==> src/disk_pkg.sv <==
`default_nettype none

package disk_pkg;

    // One stored byte of the disk.
    typedef logic [7:0] byte_t;

    // Read controller states.
    // READ walks the first segment of a request.
    // READ_SPLIT walks the part that lies in the next bank.
    typedef enum logic [1:0] {
        IDLE       = 2'd0,
        READ       = 2'd1,
        READ_SPLIT = 2'd2
    } read_state_t;

    // Offset width inside one bank, 256 bytes per bank.
    localparam int DEF_BANK_ADDR_W = 8;

    // Number of banks in the disk.
    localparam int DEF_NUM_BANKS = 8;

    // Largest block that one read returns.
    localparam int DEF_MAX_BYTES = 16;

endpackage

`default_nettype wire

==> src/disk_read_ctrl.sv <==
`default_nettype none

module disk_read_ctrl import disk_pkg::*; #(
    parameter int BANK_ADDR_W = DEF_BANK_ADDR_W,
    parameter int NUM_BANKS   = DEF_NUM_BANKS,
    parameter int MAX_BYTES   = DEF_MAX_BYTES,
    localparam int BANK_W     = $clog2(NUM_BANKS),
    localparam int ADDR_W     = BANK_ADDR_W + BANK_W,
    localparam int SIZE_W     = $clog2(MAX_BYTES),
    localparam int LANE_W     = $clog2(MAX_BYTES)
) (
    input  logic                   clk,
    input  logic                   RST,
    input  logic                   rd_req,
    input  logic [ADDR_W-1:0]      rd_addr,
    input  logic [SIZE_W-1:0]      rd_size,
    output logic                   busy,
    output logic                   fetch,
    output logic [BANK_W-1:0]      fetch_bank,
    output logic [BANK_ADDR_W-1:0] fetch_offset,
    output logic [LANE_W-1:0]      fetch_lane,
    output logic                   fetch_last
);

    read_state_t            state;
    logic [ADDR_W-1:0]      end_addr;
    logic [BANK_W-1:0]      cur_bank;
    logic [BANK_ADDR_W-1:0] cur_off;
    logic [BANK_ADDR_W-1:0] end_off;
    logic [LANE_W:0]        lane_cnt;
    logic                   split_q;
    logic                   drain_q;
    logic                   at_bank_end;
    logic                   at_end;

    // Address of the last byte. It wraps past the last bank to bank 0.
    assign end_addr = rd_addr + ADDR_W'(rd_size);

    assign at_bank_end = (cur_off == '1);
    // In the first segment of a split read, end_off belongs to the next bank.
    assign at_end = (cur_off == end_off) && ((state == READ_SPLIT) || !split_q);

    always_ff @(posedge clk) begin
        if (RST) begin
            state   <= IDLE;
            drain_q <= 1'b0;
        end else begin
            drain_q <= fetch && fetch_last;
            case (state)
                IDLE: begin
                    if (rd_req) begin
                        state <= READ;
                    end
                end
                READ: begin
                    if (at_end) begin
                        state <= IDLE;
                    end else if (split_q && at_bank_end) begin
                        state <= READ_SPLIT;
                    end
                end
                READ_SPLIT: begin
                    if (at_end) begin
                        state <= IDLE;
                    end
                end
                default: begin
                    state <= IDLE;
                end
            endcase
        end
    end

    // The offset and lane step once per fetch. Leaving the first segment
    // moves to offset 0 of the next bank, and the lanes simply continue.
    always_ff @(posedge clk) begin
        if (state == IDLE) begin
            if (rd_req) begin
                cur_bank <= rd_addr[ADDR_W-1 -: BANK_W];
                cur_off  <= rd_addr[BANK_ADDR_W-1:0];
                end_off  <= end_addr[BANK_ADDR_W-1:0];
                split_q  <= end_addr[ADDR_W-1 -: BANK_W] != rd_addr[ADDR_W-1 -: BANK_W];
                lane_cnt <= '0;
            end
        end else begin
            cur_off  <= cur_off + 1'b1;
            lane_cnt <= lane_cnt + 1'b1;
            if (at_bank_end) begin
                cur_bank <= cur_bank + 1'b1;
            end
        end
    end

    assign fetch        = (state != IDLE);
    assign fetch_bank   = cur_bank;
    assign fetch_offset = cur_off;
    assign fetch_lane   = lane_cnt[LANE_W-1:0];
    assign fetch_last   = at_end;

    // The last byte is still in the bank array and the assembler for one cycle.
    assign busy = fetch || drain_q;

    a_no_req_while_busy: assert property (
        @(posedge clk) disable iff (RST) rd_req |-> !busy
    ) else $error("read request while the disk is busy");

    a_lane_in_range: assert property (
        @(posedge clk) disable iff (RST) fetch |-> (lane_cnt < MAX_BYTES)
    ) else $error("fetch lane beyond the result word");

endmodule

`default_nettype wire

==> config.mk <==
export PLATFORM = sky130hd
export DESIGN_NAME = disk_read_ctrl
export DESIGN_NICKNAME = d
export VERILOG_FILES = /design/src/disk_pkg.sv /design/src/disk_read_ctrl.sv
export SDC_FILE = /design/constraint.sdc
export NUM_CORES = 1
export LEC_CHECK = 0
export BUFFER_PORTS_ARGS = -buffer_cell sky130_fd_sc_hd__buf_2
export CAP_MARGIN = 20
export CORE_ASPECT_RATIO = 0.9
export CORE_MARGIN = 4
export CORE_UTILIZATION = 55
export CTS_BUF_LIST = sky130_fd_sc_hd__clkbuf_8
export CTS_CLUSTER_SIZE = 40
export DETAILED_ROUTE_END_ITERATION = 10
export PLACE_DENSITY = 0.82
export SLEW_MARGIN = 20
export SYNTH_ARGS = -nofsm -noshare
export SYNTH_HDL_FRONTEND = slang
export SYNTH_SLANG_ARGS = --single-unit
==> constraint.sdc <==
create_clock -name clk -period 5 [get_ports clk]
set_clock_uncertainty 0.15 [all_clocks]
set_input_delay 0.75 -clock clk [delete_from_list [all_inputs] [get_ports clk]]
set_output_delay 0.75 -clock clk [all_outputs]
set_load 0.05 [all_outputs]
==> impl_metrics.csv <==
group,metric,value,unit
die,pin_count,36,
cts,cts_tree,"yes",
global_route,grt_start_max_net_pins,29,
drt,vias_per_cell,5.59,
global_route,grt_pass1_vias,1034,
sta,period_needed,2.67,ns
synthesis,yosys-top-cells-area,"edfxtp_1 48%, xnor2_1 8.1%, ha_1 5.8%",
synthesis,synth_top_area_share,47.8,%
finish,area_growth,16.3,%
die,core,2530,um2
drt,finalWirelength,2.90,mm
cts,cts_hold_buf,0,
synthesis,syn_area,1510,um2
sta,fmax,0.374,GHz
die,start_util,59.6,%
setup_path,path_cells,"xnor2_1, nand2_1, nor4_4, buf_2",
global_route,grt.met1_usage,20.5,%
synthesis,syn_nets,157,
synthesis,synth.avg_cell_area,11.5,um2
synthesis,synth_cell_types,33,
synthesis,synth-seq-cells,27,
cts,ctsHtreeMaxLevel,1,
setup_path,crit_family,"flip-flops",
cts,cts_resized,0,
global_route,grt_overflow,0,
cts,clock_latency,0.27,ns
setup_path,cpMaxStageDelayCell,"edfxtp_1",
setup_path,rrSetupSlack,2.67,ns
cts,cts_made_buffers,3,
cts,clkTransAtPathRegs,0.09,ns
synthesis,synthCells,131,
drt,drtAntennaViolNets,0,
die,placement_rows,17,
finish,diodes,0,
synthesis,synth_enable_flop_cells,24,
synthesis,yosys_warnings,0,
sta,tightestPinTransition,0.976,ns
sta,finalHoldViolCount,0,
outcome,status,"completed",
synthesis,ys_seq_area_share,51.8,%
global_route,gr-usage-all-layers,16.6,%
setup_path,worst_setup_path_start_kind,"flop",
sta,relSlewSlack,34.9,%
setup_path,cpPeakStageDelay,0.51,ns
finish,fillers,196,
cts,cts_max_path_buffers,2,
global_route,grt.busiest_layer,"met2",
global_route,met2_usage,28.0,%
sta,finalSetupTns,0,ns
sta,setup_viol,0,
cts,clock-sinks,27,
place,dpl.hpwl,2.27,mm
drt,vias,1090,
drt,dr.first_iter.drc_count,58,
place,routabilityCongestion,0.832,
setup_path,endpoint_kind,"primary output",
worst_hold_path,hp-class,"reg -> reg",
synthesis,synth_area_leader_cell,"edfxtp_1",
cts,post_cts_buffers,0,
finish,drive_above_1_share,29.3,%
die,die_h,57.7,um
setup_path,worstPathMaxFanout,6,
die,die-area,3640,um2
synthesis,synth-async-reset-ratio,0,%
global_route,grt_pass1_wl,4.62,mm
pwr,ir_drop,0.000218,V
sta,period_share,53.4,%
drt,drc,0,
place,place_area,1710,um2
setup_path,crit_buf_inv,1,
global_route,antenna_found_initial,0,
flow_run,maxCapViolCount,0,
setup_path,critPathKind,"reg -> out",
finish,finalNetCount,194,
finish,postLayoutCellArea,1750,um2
cts,clockRootBuffer,"clkbuf_8",
drt,routedWlPerCell,14.9,um
sta,slew_viol_final,0,
setup_path,cp.required,4.10,ns
sta,rsz0062_at_grt,"false",
sta,fin_hold_ws,0.442,ns
global_route,use_met3,3.49,%
die,die_w,63.2,um
setup_path,crit_arrival,1.77,ns
drt,dr.pass1.iters,4,
pwr,power_density,361,nW/um2
pwr,p_leak,0.000710,uW
place,port-buffer-count,35,
synthesis,ys.flop_type,"edfxtp_1",
## routing by layer
layer	part of all wire, %	vias up
li1	-	544
met1	45	503
met2	46	35
met3	5.6	8
met4	2.6	0
met5	0	-
## worst paths after layout
path	from	end	cells after the start
min reg2reg	state[0]	state[0]	2
max reg2reg	state[1]	fetch_bank[2]	3
min	state[0]	state[0]	2
max	fetch_offset[4]	fetch_last	4
## cells in the mapped netlist (3+ instances only)
cell type and instances:
xnor2_1 14, xor2_1 7, nor3_1 3, dfxtp_1 3
edfxtp_1 24, ha_1 7, o21ai_0 11, nand2_1 13
nand4_1 3, nand3_1 5, nor2_1 10
## placed cells by master, fill, tap and decap left out, types with 5 or more instances in the layout
cell,Yosys,final
buf_2,1,35
edfxtp_1,24,24
ha_1,7,7
nand2_1,13,13
nand3_1,5,5
nor2_1,10,10
o21ai_0,11,11
xnor2_1,14,14
xor2_1,7,7
## report_power, final
part           switching, uW  leakage (uW)  internal [uW]
sequential              28.0      0.000263            282
combinational            136      0.000425           62.8
clock                   68.2     0.0000217           56.6
## flip-flops by register name, indices dropped and copies added, names as in the netlist
name / cells
split_q: 1
state: 2
drain_q: 1
lane_cnt: 4
fetch_offset: 8
fetch_bank: 3
end_off: 8
## worst reg2reg max path: cells and delay by family, from the launching register on
kind             cells  cell delay (ns)
AND/OR/NAND/NOR      3             1.55
flip-flops           1             0.35
## cells by family after synthesis
family,count (synthesis),share of synthesized area (%)
adders and majority gates,8,7.14
and+or+nand+nor,47,16.9
buffers and inverters,5,1.33
AOI/OAI and AO/OA,20,8.05
DFF,27,51.8
muxes,2,1.49
xor gates and xnor gates,22,13.3
## stage by stage
stage | setup slack (ns) | util [%] | instances | total power (uW)
final | 2.33 | 69.3 | 195 | 633
after global routing | 2.21 | 69.3 | 195 | 660
after CTS | 2.33 | 69.3 | 195 | 633
after detailed placement | 2.43 | 67.4 | 191 | 513
after global placement | 2.46 | 67.4 | 191 | 506
after floorplan | 2.34 | - | 131 | 463
## layout make-up
| cell class | count | area [um2] | area share, % |
|---|---|---|---|
| inverters | 2 | 7.51 | 0.428 |
| well taps | 28 | 35.0 | 2.00 |
| multi-input cells | 99 | 707 | 40.3 |
| repair buffers | 35 | 175 | 9.99 |
| clock inverters | 1 | 7.51 | 0.428 |
| flip-flops and latches | 27 | 781 | 44.5 |
| clock buffers | 3 | 41.3 | 2.35 |
Note: power is estimated with default switching activity, not from simulation.
