--- src/disk_pkg.sv ---
`default_nettype none

package disk_pkg;

    // One stored byte of the disk.
    typedef logic [7:0] byte_t;

    // Read controller states.
    // READ walks the first segment of a request.
    // READ_SPLIT walks the part that lies in the next bank.
    typedef enum logic [1:0] {
        IDLE       = 2'd0,
        READ       = 2'd1,
        READ_SPLIT = 2'd2
    } read_state_t;

    // Offset width inside one bank, 256 bytes per bank.
    localparam int DEF_BANK_ADDR_W = 8;

    // Number of banks in the disk.
    localparam int DEF_NUM_BANKS = 8;

    // Largest block that one read returns.
    localparam int DEF_MAX_BYTES = 16;

endpackage

`default_nettype wire

--- src/disk_assembler.sv ---
`default_nettype none

module disk_assembler import disk_pkg::*; #(
    parameter int MAX_BYTES = DEF_MAX_BYTES,
    localparam int LANE_W   = $clog2(MAX_BYTES)
) (
    input  logic                   clk,
    input  logic                   RST,
    input  logic                   fetch,
    input  logic [LANE_W-1:0]      fetch_lane,
    input  logic                   fetch_last,
    input  byte_t                  rd_byte,
    output logic [MAX_BYTES*8-1:0] data_out,
    output logic                   done
);

    logic                   byte_vld;
    logic [LANE_W-1:0]      byte_lane;
    logic                   byte_last;
    logic [MAX_BYTES*8-1:0] stage;
    logic [MAX_BYTES*8-1:0] stage_next;

    // Line the fetch tags up with the byte from the bank array.
    always_ff @(posedge clk) begin
        if (RST) begin
            byte_vld  <= 1'b0;
            byte_last <= 1'b0;
        end else begin
            byte_vld  <= fetch;
            byte_last <= fetch && fetch_last;
        end
    end

    always_ff @(posedge clk) begin
        byte_lane <= fetch_lane;
    end

    // Every read starts at lane 0, so that byte clears the old contents.
    always_comb begin
        stage_next = (byte_lane == '0) ? '0 : stage;
        stage_next[byte_lane*8 +: 8] = rd_byte;
    end

    always_ff @(posedge clk) begin
        if (byte_vld) begin
            stage <= stage_next;
        end
    end

    always_ff @(posedge clk) begin
        if (RST) begin
            data_out <= '0;
            done     <= 1'b0;
        end else begin
            done <= byte_vld && byte_last;
            if (byte_vld && byte_last) begin
                data_out <= stage_next;
            end
        end
    end

endmodule

`default_nettype wire

--- config.mk ---
export PLATFORM = sky130hd
export DESIGN_NAME = disk_assembler
export DESIGN_NICKNAME = d
export VERILOG_FILES = /design/src/disk_pkg.sv /design/src/disk_assembler.sv
export SDC_FILE = /design/constraint.sdc
export NUM_CORES = 1
export LEC_CHECK = 0
export ABC_AREA = 1
export BUFFER_PORTS_ARGS = -buffer_cell sky130_fd_sc_hd__buf_2
export CORE_AREA = 10 10 172 206
export DETAILED_ROUTE_END_ITERATION = 10
export DIE_AREA = 0 0 182 216
export PLACE_DENSITY = 0.55
export SETUP_SLACK_MARGIN = 0.3
export SYNTH_ARGS = -nofsm -noshare
export SYNTH_HDL_FRONTEND = slang
export SYNTH_SLANG_ARGS = --single-unit
--- constraint.sdc ---
create_clock -name clk -period 14.33 [get_ports clk]
set_input_delay 2.1495 -clock clk [delete_from_list [all_inputs] [get_ports clk]]
set_output_delay 2.1495 -clock clk [all_outputs]
set_load 0.01 [all_outputs]
==> results of run 1 <==
layout by cell type, fill, tap and decap left out, drive strengths merged:
| master | synthesis | routed |
|---|---|---|
| nor2 | 254 | 254 |
| nand2 | 221 | 221 |
| nand3 | 184 | 184 |
| inv | 160 | 161 |
| buf | 31 | 155 |
| o21ai | 137 | 137 |
| dfxtp | 135 | 135 |
| edfxtp | 128 | 128 |
| clkbuf | 49 | 39 |
| nand4 | 33 | 33 |
| o21bai | 8 | 8 |
| nor3 | 8 | 8 |
| clkinv | 0 | 7 |
| ha | 4 | 4 |
| bufinv | 0 | 3 |
| xnor2 | 1 | 1 |
power groups by stage:
stage / Sequential (uW) / Combinational, uW / Clock, uW
floorplan: 852 / 83.9 / 0
global placement: 848 / 128 / 0
detailed placement: 848 / 129 / 0
CTS: 832 / 129 / 740
global route: 835 / 145 / 768
finish: 832 / 129 / 723
per-stage QoR:
| step | power, uW | utilization |
|---|---|---|
| floorplan | 936.2 | - |
| global placement | 975.9 | 0.3973 |
| detailed placement | 977.1 | 0.3973 |
| CTS | 1702 | 0.4264 |
| global route | 1747 | 0.4264 |
| finish | 1684 | 0.4264 |
critical path, cell delays in order (launching register included):
cell and delay, ns:
dfxtp_4 0.94, nand2_2 0.79, inv_4 0.75, buf_4 0.80
nand3_1 0.22, nand2_1 0.10, inv_1 0.04
how the worst min path moves through the flow:
stage | depth (start not counted) | slack, ns | startpoint | end
after floorplan | 2 | 0.49 | data_out[112]$_SDFFE_PP0P_ | data_out[112]$_SDFFE_PP0P_
after global placement | 2 | 0.46 | data_out[53]$_SDFFE_PP0P_ | data_out[53]$_SDFFE_PP0P_
after detailed placement | 2 | 0.46 | data_out[54]$_SDFFE_PP0P_ | data_out[54]$_SDFFE_PP0P_
after CTS | 2 | 0.47 | data_out[69]$_SDFFE_PP0P_ | data_out[69]$_SDFFE_PP0P_
after global routing | 2 | 0.49 | data_out[50]$_SDFFE_PP0P_ | data_out[50]$_SDFFE_PP0P_
final | 2 | 0.47 | data_out[54]$_SDFFE_PP0P_ | data_out[54]$_SDFFE_PP0P_
routing by layer:
metal / global-route usage / part of all wire / vias up
met4: 0.05838 / 0.034 / 0
li1: - / - / 4628
met1: 0.2055 / 0.46 / 4213
met3: 0.02745 / 0.056 / 54
met5: 0 / 0 / -
met2: 0.2433 / 0.45 / 261
sequential cells by signal, indices dropped and copies added, names as in the netlist:
register   cells
byte_last      1
done           1
stage        128
data_out     128
byte_lane      4
byte_vld       1
final cells by class:
type                       instances  share of cell area
multi-input combinational        850              0.2953
inverter                         160             0.04536
clock buffer                      39             0.05816
sequential                       263              0.4927
clock inverter                    11             0.01016
tap                              401             0.03774
timing repair buffer             155             0.06061
logic make-up (layout without fill, tap and decap cells):
group                    after synthesis  after routing  synth area share
AND/OR/NAND/NOR                      700            700            0.2668
flip-flops                           263            263            0.5738
buffers and inverters                240            365           0.08291
AO/OA/AOI/OAI                        145            145           0.07063
adder cells (fa/ha/maj)                4              4          0.004387
XOR/XNOR                               1              1          0.001426
==> flow_summary_export.csv, run 1 <==
group,metric,value,unit
floorplanning,die_w,182,um
worst_setup_path,critPathCaptureType,"register",
min_path,min-delay-path-class,"reg2reg",
worst_setup_path,worst_ep_required_time,14.76,ns
timing,setup_total_negative_slack,0,ns
placement,port_buffers,144,
worst_setup_path,rrSetupSlack,10.49,ns
floorplanning,floorplan.initialDensity,0.3659,
run,maxCapViolCount,0,
power,power_density,126.7,mW/mm^2
placement,placedInstanceArea,0.01239,mm^2
drt,wl_per_cell,16.86,um
placement,post-dp-hpwl,21.38,mm
power,switching_share,0.2382,
clocking,cts_setup_buffers,0,
cells_and_area,post_synthesis_to_final_layout_area_growth,16.54,%
worst_setup_path,critical_path.startpoint_type,"register",
timing,relSlewSlack,0.2278,
synthesis,synth_sequential_area_ratio,0.5738,
drt,total_number_of_vias,9156,
power,clkPwrFrac,0.429,
cells_and_area,num_antenna_cells,0,
timing,post-route-min-period,3.842,ns
cells_and_area,layout-drive-gt1-share,0.1583,
synthesis,net_count_after_synthesis,1373,
worst_setup_path,crit_path_max_fanout,83,
global_route,gr-usage-all-layers,0.1541,
timing,finalMaxSlewViolations,0,
synthesis,mappedNetlistArea,0.01141,mm^2
worst_setup_path,r2r-end,"data_out[84]$_SDFFE_PP0P_",
synthesis,yosysMostFrequentCell,"nor2_1",
floorplanning,coreArea,0.03118,mm^2
worst_setup_path,cp-startpoint,"byte_vld$_SDFF_PP0_",
power,power.ir.vdd_worst,0.08836,mV
global_route,grt_antenna_before_repair,0,
floorplanning,height_of_the_die,216,um
drt,drtIter0Drc,600,
cells_and_area,fillers,3133,
drt,drt-vias-per-instance,4.873,
synthesis,synth-warning-count,0,
synthesis,synth-edff-count,128,
global_route,grt_remaining_overflow,0,
worst_setup_path,crit_type,"reg2reg",
clocking,clock_buffers_created_by_tritoncts,28,
floorplanning,die_area,0.03931,mm^2
clocking,cts-hold-fix-buffers,0,
cells_and_area,multi_input_comb_area,0.003926,mm^2
clocking,ctsRootBufferMaster,"clkbuf_16",
synthesis,synth_ff_type,"dfxtp_1",
power,power.sequential.fraction,0.494,
worst_setup_path,critical_path.reg2reg.startpoint,"byte_vld$_SDFF_PP0_",
worst_setup_path,worstPathArrival,4.28,ns
worst_setup_path,ff2ff_path_depth,6,
clocking,clockBufferDepth,3,
synthesis,yosysTopAreaCellShare,0.3369,
power,power_report.internal_total,1283,uW
clocking,numClockSinks,263,
clocking,insertion_delay,0.54,ns
cells_and_area,finish.net_count,1478,
clocking,cts_tree,"built",
drt,postRouteWirelength,31.69,mm
power,power.static_leakage,0.006542,uW
drt,remaining_drc_errors,0,
synthesis,synth_top_cells_by_area,"edfxtp_1 (34%), dfxtp_1 (24%), nor2_1 (8.3%)",
cells_and_area,finish.cell_count_without_fillers,1879,
timing,timing.clock.skew,0.01201,ns
synthesis,postSynthCellCount,1353,
power,p_sw,401.1,uW
timing,fmax,260.3,MHz
synthesis,syn_area_cell,8.432,um^2
clocking,path_clk_slew,0.06,ns
synthesis,synthDistinctLibCells,27,
drt,drt.antenna.violating_nets,0,
synthesis,yosys.area.top_type,"edfxtp_1",
synthesis,postSynthRegisterBits,263,
global_route,grt_pass1_wl,49.58,mm
floorplanning,std_cell_rows,71,
synthesis,synth_common_cells,"nor2_1 (251), nand2_1 (219), nand3_1 (173)",
synthesis,synth_async_sr_flop_share,0,
floorplanning,boundary_pin_count,145,
placement,placed_cells,1829,
timing,post-route-worst-setup-slack,10.49,ns
timing,finalHoldViolations,0,
placement,dpl_worst_slack,10.40,ns
power,power.combinational.fraction,0.076,
cells_and_area,layout.area.seq,0.006550,mm^2
timing,max_slew.worst_pin.slew,1.158,ns
timing,final_min_period_over_clock_period,0.2681,
placement,globalplace.congestion,0.8264,
status,run_status,"complete, no violations",
worst_setup_path,worstSetupEndpoint,"data_out[84]$_SDFFE_PP0P_",
drt,firstDrtPassIters,5,
clocking,cts-htree-levels,1,
clocking,post_cts_resized,0,
timing,setup_viol_count_final,0,
global_route,vias_in_the_first_global_route,8654,
global_route,grt_start_max_net_pins,100,
timing,rsz0062_at_grt,"no",
cells_and_area,finish.instance_area,0.01330,mm^2
timing,fin_worst_hold_slack,0.4681,ns
Note: power is estimated with default switching activity, not from simulation.
==> inputs of run 2 (changes only) <==
Clock period 14.33 ns to 3.93 ns, I/O delays scaled along.
==> run 2 against run 1 <==
Against the previous run: cell count up 0.32%; global-route usage increased by 0.40 points; die area is the same; critical path depth is 1 higher; clock skew grew 0.0028 ns; maximum frequency grew 26%; largest power group unchanged; sequential power grew to 3.6 times the previous value; register-to-register slack lost 9.6 ns.
==> flow_summary_export.csv, run 2 (synthesis results as in run 1) <==
group,metric,value,unit
status,run_status,"complete, no violations",
worst_setup_path,critical-path-max-stage-delay,0.70,ns
worst_setup_path,crit_path_max_fanout,25,
clocking,cts_setup_buffers,0,
cells_and_area,most-common-layout-cells,"nor2_1 (251), nand2_1 (218), nand3_1 (173)",
power,power.combinational.fraction,0.080,
floorplanning,die_w,182,um
global_route,grt_remaining_overflow,0,
floorplanning,std_cell_rows,71,
drt,remaining_drc_errors,0,
clocking,cts-htree-levels,1,
clocking,cts-hold-fix-buffers,0,
timing,final_min_period_over_clock_period,0.7733,
drt,firstDrtPassIters,5,
timing,rsz0062_at_grt,"no",
global_route,grt_start_max_net_pins,97,
placement,port_buffers,144,
global_route,gr-usage-all-layers,0.1581,
power,clkPwrFrac,0.428,
timing,setup_viol_count_final,0,
worst_setup_path,worst_ep_required_time,4.22,ns
worst_setup_path,worst-path-buf-inv,2,
placement,post-dp-hpwl,21.83,mm
timing,finalHoldViolations,0,
power,switching_share,0.2357,
worst_setup_path,critical_path.cell_chain,"inv_1 > ha_1 > inv_1 > nor2_4 > nand3_1 > nand2_1 > nand2_1",
floorplanning,die_area,0.03931,mm^2
cells_and_area,post_synthesis_to_final_layout_area_growth,17.09,%
clocking,cts_tree,"built",
power,power.ir.vdd_worst,0.3193,mV
cells_and_area,final_core_util,0.4284,
power,p_sw,1445,uW
clocking,clock_buffers_created_by_tritoncts,27,
timing,max_slew.worst_pin.slew,1.104,ns
drt,postRouteWirelength,32.33,mm
cells_and_area,final_common_cell,"nor2_1",
clocking,clockBufferDepth,3,
global_route,grt_pass1_wl,50.80,mm
power,power.static_leakage,0.006571,uW
min_path,min-delay-path-class,"in2reg",
worst_setup_path,critical_path.startpoint_type,"register",
cells_and_area,largest_regs,"data_out (128), stage (128), byte_lane (4)",
floorplanning,coreArea,0.03118,mm^2
clocking,ctsRootBufferMaster,"clkbuf_16",
clocking,numClockSinks,263,
timing,setup_total_negative_slack,0,ns
drt,drt.antenna.violating_nets,0,
cells_and_area,finish.net_count,1484,
worst_setup_path,critPathCaptureType,"register",
clocking,insertion_delay,0.54,ns
cells_and_area,layout-drive-gt1-share,0.1624,
clocking,post_cts_resized,0,
power,power.sequential.fraction,0.492,
clocking,path_clk_slew,0.06,ns
power,power_report.internal_total,4686,uW
placement,globalplace.congestion,0.8623,
global_route,vias_in_the_first_global_route,8755,
worst_setup_path,cp_slowest_cell,"ha_1",
drt,drtIter0Drc,863,
worst_setup_path,worstPathArrival,3.33,ns
worst_setup_path,crit_family,"simple AND/OR/NAND/NOR gates",
worst_setup_path,crit_type,"reg2reg",
timing,timing.clock.skew,0.01486,ns
run,maxCapViolCount,0,
floorplanning,height_of_the_die,216,um
timing,relSlewSlack,0.2643,
drt,total_number_of_vias,9263,
timing,post-route-min-period,3.039,ns
drt,drt-vias-per-instance,4.914,
timing,finalMaxSlewViolations,0,
floorplanning,boundary_pin_count,145,
power,power_density,459.0,mW/mm^2
cells_and_area,num_antenna_cells,0,
drt,wl_per_cell,17.15,um
global_route,grt_antenna_before_repair,0,
timing,fmax,329.0,MHz
floorplanning,floorplan.initialDensity,0.3659,
[run 2: worst reg2reg max path: stages (launching register included)]
cell and delay, ns:
dfxtp_1 0.57, inv_1 0.19, ha_1 0.70, inv_1 0.19, nor2_4 0.45, nand3_1 0.41, nand2_1 0.21, nand2_1 0.07
[run 2: worst paths after layout]
check	to	cells after the start	start	slack, ns
hold reg to reg	data_out[114]$_SDFFE_PP0P_	2	data_out[114]$_SDFFE_PP0P_	0.47
setup reg to reg	stage[87]$_DFFE_PP_	7	byte_lane[0]$_DFF_P_	0.89
setup / recovery	stage[87]$_DFFE_PP_	7	byte_lane[0]$_DFF_P_	0.89
hold / removal	byte_lane[2]$_DFF_P_	1	fetch_lane[2]	0.20
[run 2: power groups by stage]
| stage | Combinational, uW | Sequential [uW] | Clock, uW |
|---|---|---|---|
| detailed placement | 490 | 3080 | 0 |
| global route | 549 | 3030 | 2800 |
| floorplan | 306 | 3100 | 0 |
| global placement | 483 | 3080 | 0 |
| finish | 489 | 3020 | 2620 |
| CTS | 492 | 3020 | 2690 |
[run 2: area by class of cell]
cell class              instances  area [um^2]
fillers                      3096        17820
flip-flops and latches        263         6550
multi-input cells             850         3926
repair buffers                162        870.8
clock buffers                  40        784.5
inverters                     160        603.1
well taps                     401        501.7
clock inverters                 9        121.4
[run 2: stage by stage]
| step | total power, uW | cell area, um^2 | hold slack [ns] | setup slack, ns | cells |
|---|---|---|---|---|---|
| after floorplan | 3410 | 11410 | 0.4941 | 0.6165 | 1353 |
| after global placement | 3560 | 12450 | 0.4560 | 1.090 | 1836 |
| after detailed placement | 3569 | 12450 | 0.4644 | 0.9509 | 1836 |
| after CTS | 6204 | 13360 | 0.1728 | 0.9412 | 1885 |
| after global routing | 6374 | 13360 | 0.1798 | 0.5884 | 1885 |
| final | 6132 | 13360 | 0.1973 | 0.8908 | 1885 |
[run 2: layer usage]
metal / part of all wire / routed length, um / up-vias / global-route usage
met1: 0.44 / 14150 / 4257 / 0.2078
met3: 0.074 / 2394 / 49 / 0.03665
met5: 0 / 0 / - / 0
met4: 0.019 / 600 / 0 / 0.03991
met2: 0.47 / 15180 / 302 / 0.2559
li1: - / - / 4655 / -
